<file path="config.mk">
export PLATFORM = sky130hd
export DESIGN_NAME = com_link_top
export DESIGN_NICKNAME = d
export VERILOG_FILES = /design/src/design/com_pkg.sv /design/src/design/byte_fifo.sv /design/src/design/com_cs.sv /design/src/design/com_link_top.sv /design/src/design/frame_builder.sv /design/src/design/frame_serializer.sv
export SDC_FILE = /design/constraint.sdc
export NUM_CORES = 1
export LEC_CHECK = 0
export ABC_AREA = 1
export ABC_CLOCK_PERIOD_IN_PS = 8100
export BUFFER_PORTS_ARGS = -buffer_cell sky130_fd_sc_hd__buf_4
export CELL_PAD_IN_SITES_DETAIL_PLACEMENT = 1
export CELL_PAD_IN_SITES_GLOBAL_PLACEMENT = 2
export CORE_ASPECT_RATIO = 0.7
export CORE_UTILIZATION = 40
export CTS_CLUSTER_DIAMETER = 40
export DETAILED_ROUTE_END_ITERATION = 8
export MAX_ROUTING_LAYER = met4
export PLACE_DENSITY = 0.89
export SYNTH_ARGS = -nofsm -noshare
export SYNTH_HDL_FRONTEND = slang
export SYNTH_SLANG_ARGS = --single-unit
</file>
<file path="constraint.sdc">
create_clock -name clk -period 8.1 [get_ports clk]
set_clock_uncertainty 0.1 [all_clocks]
set_input_delay 0.81 -clock clk [delete_from_list [all_inputs] [get_ports clk]]
set_output_delay 0.81 -clock clk [all_outputs]
set_load 0.03 [all_outputs]
</file>
<file path="src/design/com_pkg.sv">
package com_pkg;

    // block types carried in the upper half of the header byte.
    localparam logic [3:0] btype_init = 4'h0;
    localparam logic [3:0] btype_info = 4'h1;
    localparam logic [3:0] btype_data = 4'hE;

    // data index runs 0..5 and wraps.
    localparam logic [3:0] data_idx_max = 4'h5;

    localparam int payload_bytes = 4;

    localparam int fifo_depth = 8;
    localparam int fifo_aw = 3;

    // one-hot session states.
    localparam int st_w = 10;
    localparam logic [st_w-1:0] s_main_idle = 10'h001;
    localparam logic [st_w-1:0] s_main_wait = 10'h002;
    localparam logic [st_w-1:0] s_read_idle = 10'h004;
    localparam logic [st_w-1:0] s_read_wait = 10'h008;
    localparam logic [st_w-1:0] s_read_work = 10'h010;
    localparam logic [st_w-1:0] s_read_done = 10'h020;
    localparam logic [st_w-1:0] s_send_idle = 10'h040;
    localparam logic [st_w-1:0] s_send_wait = 10'h080;
    localparam logic [st_w-1:0] s_send_work = 10'h100;
    localparam logic [st_w-1:0] s_send_done = 10'h200;

    // header byte: data frames carry the index, info frames echo the peer's type.
    typedef union packed {
        struct packed {
            logic [3:0] btype;
            logic [3:0] idx;
        } data;
        struct packed {
            logic [3:0] btype;
            logic [3:0] echo;
        } info;
    } frame_hdr_u;

endpackage

</file>
<file path="src/design/byte_fifo.sv">
`timescale 1ns/1ps

module byte_fifo (
    input  logic       clk,
    input  logic       rst,
    input  logic       push,
    input  logic [7:0] push_data,
    input  logic       pop,
    output logic [7:0] pop_data,
    output logic       full,
    output logic       empty
);

    logic [7:0]                 mem [com_pkg::fifo_depth];
    logic [com_pkg::fifo_aw-1:0] wr_ptr;
    logic [com_pkg::fifo_aw-1:0] rd_ptr;
    logic [com_pkg::fifo_aw:0]   count;
    logic                       wr_en;
    logic                       rd_en;

    assign wr_en = push && !full;
    assign rd_en = pop && !empty;

    assign full     = (count == com_pkg::fifo_depth);
    assign empty    = (count == 0);
    assign pop_data = mem[rd_ptr];

    always_ff @(posedge clk) begin
        if (wr_en) begin
            mem[wr_ptr] <= push_data;
        end
    end

    // pointers wrap on their own since the depth is a power of two.
    always_ff @(posedge clk or posedge rst) begin
        if (rst) begin
            wr_ptr <= '0;
            rd_ptr <= '0;
            count  <= '0;
        end else begin
            if (wr_en) begin
                wr_ptr <= wr_ptr + 1'b1;
            end
            if (rd_en) begin
                rd_ptr <= rd_ptr + 1'b1;
            end
            case ({wr_en, rd_en})
                2'b10:   count <= count + 1'b1;
                2'b01:   count <= count - 1'b1;
                default: count <= count;
            endcase
        end
    end

endmodule

</file>
<file path="src/design/com_cs.sv">
`timescale 1ns/1ps

module com_cs (
    input  logic       clk,
    input  logic       rst,

    input  logic       fs_send,
    output logic       fd_send,
    output logic       fs_read,
    input  logic       fd_read,

    output logic       fs_com_send,
    input  logic       fd_com_send,
    input  logic       fs_com_read,
    output logic       fd_com_read,

    output logic [3:0] com_tx_btype,
    input  logic [3:0] com_rx_btype,

    output logic [3:0] data_idx,
    output logic [3:0] com_btype
);

    logic [com_pkg::st_w-1:0] state;
    logic [com_pkg::st_w-1:0] next_state;
    logic go_read;
    logic go_send;

    // peer traffic takes priority over a host send.
    assign go_read = (state == com_pkg::s_main_wait) && fs_com_read;
    assign go_send = (state == com_pkg::s_main_wait) && !fs_com_read && fs_send;

    assign fd_send     = (state == com_pkg::s_send_done);
    assign fs_read     = (state == com_pkg::s_read_idle);
    assign fs_com_send = (state == com_pkg::s_read_work) || (state == com_pkg::s_send_idle);
    assign fd_com_read = (state == com_pkg::s_read_wait) || (state == com_pkg::s_send_work);

    always_ff @(posedge clk or posedge rst) begin
        if (rst) begin
            state <= com_pkg::s_main_idle;
        end else begin
            state <= next_state;
        end
    end

    always_comb begin
        next_state = state;
        case (state)
            com_pkg::s_main_idle: next_state = com_pkg::s_main_wait;
            com_pkg::s_main_wait: begin
                if (go_read) begin
                    next_state = com_pkg::s_read_idle;
                end else if (go_send) begin
                    next_state = com_pkg::s_send_idle;
                end
            end
            com_pkg::s_read_idle: begin
                if (fd_read) begin
                    next_state = com_pkg::s_read_wait;
                end
            end
            com_pkg::s_read_wait: begin
                if (!fs_com_read) begin
                    next_state = com_pkg::s_read_work;
                end
            end
            com_pkg::s_read_work: begin
                if (fd_com_send) begin
                    next_state = com_pkg::s_read_done;
                end
            end
            com_pkg::s_read_done: next_state = com_pkg::s_main_idle;
            com_pkg::s_send_idle: begin
                if (fd_com_send) begin
                    next_state = com_pkg::s_send_wait;
                end
            end
            com_pkg::s_send_wait: begin
                if (fs_com_read) begin
                    next_state = com_pkg::s_send_work;
                end
            end
            com_pkg::s_send_work: begin
                if (!fs_com_read) begin
                    next_state = com_pkg::s_send_done;
                end
            end
            com_pkg::s_send_done: begin
                if (!fs_send) begin
                    next_state = com_pkg::s_main_idle;
                end
            end
            default: next_state = com_pkg::s_main_idle;
        endcase
    end

    always_ff @(posedge clk or posedge rst) begin
        if (rst) begin
            data_idx <= 4'h0;
        end else if (go_send) begin
            data_idx <= (data_idx == com_pkg::data_idx_max) ? 4'h0 : data_idx + 4'h1;
        end
    end

    always_ff @(posedge clk or posedge rst) begin
        if (rst) begin
            com_tx_btype <= com_pkg::btype_init;
        end else if (state == com_pkg::s_main_idle) begin
            com_tx_btype <= com_pkg::btype_init;
        end else if (go_read) begin
            com_tx_btype <= com_pkg::btype_info;
        end else if (go_send) begin
            com_tx_btype <= com_pkg::btype_data;
        end
    end

    // received type is held for the whole read exchange.
    always_ff @(posedge clk or posedge rst) begin
        if (rst) begin
            com_btype <= com_pkg::btype_init;
        end else if (state == com_pkg::s_main_idle) begin
            com_btype <= com_pkg::btype_init;
        end else if (go_read) begin
            com_btype <= com_rx_btype;
        end
    end

endmodule

</file>
<file path="src/design/com_link_top.sv">
`timescale 1ns/1ps

module com_link_top (
    input  logic        clk,
    input  logic        rst,

    input  logic        fs_send,
    input  logic [31:0] tx_word,
    output logic        fd_send,
    output logic        fs_read,
    input  logic        fd_read,
    output logic [3:0]  com_btype,
    output logic [3:0]  data_idx,

    input  logic        fs_com_read,
    input  logic [3:0]  com_rx_btype,
    output logic        fd_com_read,
    output logic [7:0]  tx_byte,
    output logic        tx_strobe,
    output logic        tx_last,
    input  logic        tx_ready
);

    logic       fs_com_send;
    logic       fd_com_send;
    logic [3:0] com_tx_btype;
    logic       push;
    logic [7:0] push_data;
    logic       full;
    logic       pop;
    logic [7:0] pop_data;
    logic       empty;

    com_cs i_com_cs (
        .clk          (clk),
        .rst          (rst),
        .fs_send      (fs_send),
        .fd_send      (fd_send),
        .fs_read      (fs_read),
        .fd_read      (fd_read),
        .fs_com_send  (fs_com_send),
        .fd_com_send  (fd_com_send),
        .fs_com_read  (fs_com_read),
        .fd_com_read  (fd_com_read),
        .com_tx_btype (com_tx_btype),
        .com_rx_btype (com_rx_btype),
        .data_idx     (data_idx),
        .com_btype    (com_btype)
    );

    frame_builder i_frame_builder (
        .clk          (clk),
        .rst          (rst),
        .fs_com_send  (fs_com_send),
        .com_tx_btype (com_tx_btype),
        .data_idx     (data_idx),
        .com_btype    (com_btype),
        .tx_word      (tx_word),
        .full         (full),
        .push         (push),
        .push_data    (push_data)
    );

    byte_fifo i_byte_fifo (
        .clk       (clk),
        .rst       (rst),
        .push      (push),
        .push_data (push_data),
        .pop       (pop),
        .pop_data  (pop_data),
        .full      (full),
        .empty     (empty)
    );

    frame_serializer i_frame_serializer (
        .clk         (clk),
        .rst         (rst),
        .empty       (empty),
        .pop_data    (pop_data),
        .tx_ready    (tx_ready),
        .pop         (pop),
        .tx_byte     (tx_byte),
        .tx_strobe   (tx_strobe),
        .tx_last     (tx_last),
        .fd_com_send (fd_com_send)
    );

endmodule

</file>
<file path="src/design/frame_builder.sv">
`timescale 1ns/1ps

module frame_builder (
    input  logic        clk,
    input  logic        rst,
    input  logic        fs_com_send,
    input  logic [3:0]  com_tx_btype,
    input  logic [3:0]  data_idx,
    input  logic [3:0]  com_btype,
    input  logic [31:0] tx_word,
    input  logic        full,
    output logic        push,
    output logic [7:0]  push_data
);

    logic                armed;
    logic                busy;
    logic                start;
    logic [2:0]          cnt;
    logic [2:0]          last_cnt;
    logic                last_byte;
    logic [7:0]          csum;
    logic [31:0]         word_r;
    com_pkg::frame_hdr_u hdr_next;
    com_pkg::frame_hdr_u hdr_r;

    assign start = fs_com_send && armed && !busy;

    always_comb begin
        hdr_next = '0;
        if (com_tx_btype == com_pkg::btype_data) begin
            hdr_next.data.btype = com_tx_btype;
            hdr_next.data.idx   = data_idx;
        end else begin
            hdr_next.info.btype = com_tx_btype;
            hdr_next.info.echo  = com_btype;
        end
    end

    // header, payload, then checksum.
    assign last_cnt  = (hdr_r.data.btype == com_pkg::btype_data) ?
                       3'(com_pkg::payload_bytes + 1) : 3'd1;
    assign last_byte = (cnt == last_cnt);
    assign push      = busy && !full;

    always_comb begin
        if (cnt == 3'd0) begin
            push_data = hdr_r;
        end else if (last_byte) begin
            push_data = csum;
        end else begin
            push_data = word_r[31:24];
        end
    end

    always_ff @(posedge clk or posedge rst) begin
        if (rst) begin
            armed <= 1'b1;
            busy  <= 1'b0;
            cnt   <= 3'd0;
        end else begin
            if (start) begin
                armed <= 1'b0;
            end else if (!fs_com_send) begin
                armed <= 1'b1;
            end
            if (start) begin
                busy <= 1'b1;
                cnt  <= 3'd0;
            end else if (push) begin
                busy <= !last_byte;
                cnt  <= last_byte ? 3'd0 : cnt + 3'd1;
            end
        end
    end

    always_ff @(posedge clk) begin
        if (start) begin
            hdr_r  <= hdr_next;
            word_r <= tx_word;
            csum   <= 8'h00;
        end else if (push) begin
            csum <= csum ^ push_data;
            if (cnt != 3'd0) begin
                word_r <= {word_r[23:0], 8'h00};
            end
        end
    end

endmodule

</file>
<file path="src/design/frame_serializer.sv">
`timescale 1ns/1ps

module frame_serializer (
    input  logic       clk,
    input  logic       rst,
    input  logic       empty,
    input  logic [7:0] pop_data,
    input  logic       tx_ready,
    output logic       pop,
    output logic [7:0] tx_byte,
    output logic       tx_strobe,
    output logic       tx_last,
    output logic       fd_com_send
);

    com_pkg::frame_hdr_u head;
    logic [2:0]          rem;
    logic [2:0]          rem_hdr;

    // bytes still to come after the one being popped, zero between frames.
    assign head    = pop_data;
    assign rem_hdr = (head.data.btype == com_pkg::btype_data) ?
                     3'(com_pkg::payload_bytes + 1) : 3'd1;

    assign pop = tx_ready && !empty;

    // the FIFO head register drives the link, so a strobe never outlives tx_ready.
    assign tx_byte   = pop_data;
    assign tx_strobe = pop;
    assign tx_last   = pop && (rem == 3'd1);

    always_ff @(posedge clk or posedge rst) begin
        if (rst) begin
            rem         <= 3'd0;
            fd_com_send <= 1'b0;
        end else begin
            fd_com_send <= tx_last;
            if (pop) begin
                rem <= (rem == 3'd0) ? rem_hdr : rem - 3'd1;
            end
        end
    end

endmodule

</file>
==> flow_metrics.env <==
export IMPL_combPwrFrac=0.370
export IMPL_portBuffers=62
export IMPL_ys_ff_latch=149
export IMPL_rsz0062_at_grt="false"
export IMPL_min_period_ns=3.47
export IMPL_cts_setup_buffers=0
export IMPL_grt_met3_usage=0.0446
export IMPL_clock_sink_count=149
export IMPL_use_met2=0.337
export IMPL_synth_edf_count=102
export IMPL_clockBufferDepth=2
export IMPL_leakage_nw=3.53
export IMPL_num_vias=5016
export IMPL_cp_data_arrival_time_ns=2.56
export IMPL_hold_viol_final=0
export IMPL_clk_pin_slew_ns=0.06
export IMPL_grt_pass1_wl_um=27100
export IMPL_ys_seq_area_frac=0.616
export IMPL_die_x_um=158
export IMPL_tightest_slew_ns=1.01
export IMPL_ys_warn_count=0
export IMPL_intPower_mw=1.87
export IMPL_dieArea_um2=17600
export IMPL_ant_nets=0
export IMPL_rrSetupSlack_ns=5.38
export IMPL_drc=0
export IMPL_core_area_um2=16500
export IMPL_start_util=0.414
export IMPL_clk_latency_ns=0.42
export IMPL_root_buffer="clkbuf_16"
export IMPL_hold_class="reg -> reg"
export IMPL_fin_ws_ns=4.63
export IMPL_cp_end_kind="output pin"
export IMPL_path_class="reg -> out"
export IMPL_numCtsBuffers=17
export IMPL_vdd_drop_max_mv=0.184
export IMPL_cts_resized=0
export IMPL_fin_setup_tns_ns=0
export IMPL_cap_violations=0
export IMPL_syn_inst=711
export IMPL_pwr_share_seq=0.383
export IMPL_r2r_end="i_byte_fifo.mem[0][4]"
export IMPL_grt_max_degree=40
export IMPL_r2r_start="i_byte_fifo.count[0]"
export IMPL_postSynthAreaPerCell_um2=9.60
export IMPL_grt_pass1_vias=5341
export IMPL_route_detailed_wl_per_inst_um=16.0
export IMPL_antenna_found_initial=0
export IMPL_drt_iter0_markers=240
export IMPL_whs_ns=0.363
export IMPL_async_reset_ff_frac=0.262
export IMPL_p_per_area_nw_per_um2=381
export IMPL_fin_crit_sh=0.428
export IMPL_drt_pass1_iter_count=4
export IMPL_grt_usage=0.208
export IMPL_min_from="i_com_cs.com_tx_btype[2]"
export IMPL_antenna_cells=0
export IMPL_overflow=0
export IMPL_gr_usage_met1=0.264
export IMPL_synthToLayoutAreaGrowth_pct=17.9
export IMPL_fmax_mhz=288
export IMPL_drv_slew=0
export IMPL_finalSetupViolations=0
export IMPL_post_place_ws_ns=5.09
export IMPL_p_sw_mw=1.20
export IMPL_yosysTopAreaCell="edfxtp_1"
export IMPL_via_per_inst=4.97
export IMPL_num_rows=39
export IMPL_pwr_share_clk=0.247
export IMPL_yosys_area_top_type_share=0.449
export IMPL_fin_nets=825
export IMPL_reg2reg_depth=7
export IMPL_slew_headroom=0.325
export IMPL_cp_max_fo=19
export IMPL_gp_congestion=0.830
export IMPL_cts_tree="built"
export IMPL_ys_types=38
export IMPL_die_y_um=111
export IMPL_synth_main_ff_cell="edfxtp_1"
export IMPL_switching_share=0.391
export IMPL_htreeDepth=4
export IMPL_holdPathEnd="i_frame_builder.hdr_r[6]"
export IMPL_io_pins=63
export IMPL_hold_buffers=0
export IMPL_wirelength_um=16100
export IMPL_syn_nets=763
export IMPL_grt_busiest_layer="met2"
export IMPL_netlist_area_um2=6820
export IMPL_crit_path_start_kind="flop"
export IMPL_drive_gt1_frac=0.157
export IMPL_hold_path_depth=0
export IMPL_required_ns=7.19
export IMPL_outcome="finished, final reports clean"
export IMPL_hpwl_um=11200
export IMPL_synth_area_leaders="edfxtp_1 45%, dfrtp_1 14%, nand2_1 9.9%"
==> routing by layer <==
metal	part of all wire	up-vias	wire length, um
li1	-	2469	-
met1	0.49	2454	7900
met2	0.47	78	7630
met3	0.027	15	437
met4	0.011	0	174
met5	0	-	0
==> how the worst max path moves through the flow <==
| stage | startpoint | to | slack, ns | depth (start not counted) |
|---|---|---|---|---|
| global route | i_byte_fifo.rd_ptr[1] | tx_byte[7] | 4.41 | 7 |
| global placement | i_byte_fifo.rd_ptr[1] | tx_byte[4] | 5.26 | 7 |
| finish | i_byte_fifo.rd_ptr[1] | tx_byte[4] | 4.63 | 7 |
| floorplan | i_frame_builder.cnt[0] | i_frame_builder.word_r[0] | 4.32 | 6 |
| CTS | i_byte_fifo.rd_ptr[1] | tx_byte[3] | 4.61 | 5 |
| detailed placement | i_byte_fifo.rd_ptr[1] | tx_byte[3] | 5.09 | 5 |
==> area by class of cell <==
cell class / instances / area, um2
tap: 225 / 282
fill: 1903 / 8450
multi-input combinational: 465 / 2230
timing repair buffer: 66 / 495
clock buffer: 17 / 425
inverter: 74 / 279
clock inverter: 13 / 135
sequential: 149 / 4200
==> Yosys cell counts, types with 2 or more instances <==
| cell | n |
|---|---|
| o22ai_1 | 7 |
| nand3_2 | 3 |
| nand2_1 | 180 |
| dfrtp_1 | 37 |
| inv_2 | 4 |
| nor2_2 | 2 |
| buf_4 | 3 |
| dfstp_2 | 2 |
| nand3_1 | 47 |
| and2_1 | 7 |
| nor4_1 | 2 |
| inv_1 | 68 |
| nand4_1 | 11 |
| dfxtp_1 | 8 |
| nor2_1 | 99 |
| a21oi_1 | 5 |
| nor2_4 | 3 |
| buf_2 | 12 |
| xor2_1 | 9 |
| clkbuf_1 | 7 |
| nand2_2 | 2 |
| ha_1 | 9 |
| or2_2 | 6 |
| a31oi_1 | 4 |
| o21ai_0 | 59 |
| edfxtp_1 | 102 |
| nor3b_1 | 2 |
==> worst max-delay path: stages (launching register included) <==
cell and delay [ns]:
dfrtp_1 0.71, clkinv_1 0.66, nor2_1 0.23, o21ai_0 0.10, o21ai_0 0.11, nand2_1 0.08
nand2_1 0.09, buf_4 0.16
==> registers in the layout, summed over array words and instances, names as in the netlist, 4 cells and up <==
name,flops
i_byte_fifo.mem,64
i_frame_builder.word_r,32
i_com_cs.state,10
i_frame_builder.csum,8
i_frame_builder.hdr_r,6
i_byte_fifo.count,4
i_com_cs.com_btype,4
i_com_cs.data_idx,4
==> cell families (layout without fill, tap and decap cells) <==
group,Yosys count,in the layout,share of synthesized area
fa+ha+maj,10,10,0.0194
xor+xnor,10,10,0.0128
compound gates,77,77,0.0601
flops,149,149,0.616
simple gates,368,368,0.233
buf+inv,97,170,0.0585
==> power groups by stage <==
stage / Sequential (mW) / Clock (mW) / Combinational [mW]
global route: 1.19 / 0.801 / 1.27
CTS: 1.17 / 0.770 / 1.14
finish: 1.17 / 0.757 / 1.13
detailed placement: 1.19 / 0 / 1.14
floorplan: 1.19 / 0 / 0.776
global placement: 1.17 / 0 / 1.07
==> placed cells by master, fill, tap and decap left out, types with 11 or more instances in the layout <==
cell type | Yosys | routed
nand4_1 | 11 | 11
inv_1 | 68 | 68
nand3_1 | 47 | 47
o21ai_0 | 59 | 58
nor2_1 | 99 | 99
buf_4 | 3 | 66
clkbuf_16 | 0 | 17
edfxtp_1 | 102 | 102
nand2_1 | 180 | 180
dfrtp_1 | 37 | 37
==> per-stage QoR <==
step	instance area (um2)	util	power, mW	std cells
after floorplan	6820	-	1.96	711
after global placement	7480	0.454	2.25	979
after detailed placement	7480	0.454	2.32	979
after CTS	8050	0.488	3.09	1009
after global routing	8050	0.488	3.27	1009
final	8050	0.488	3.06	1009
Note: power is estimated with default switching activity, not from simulation.
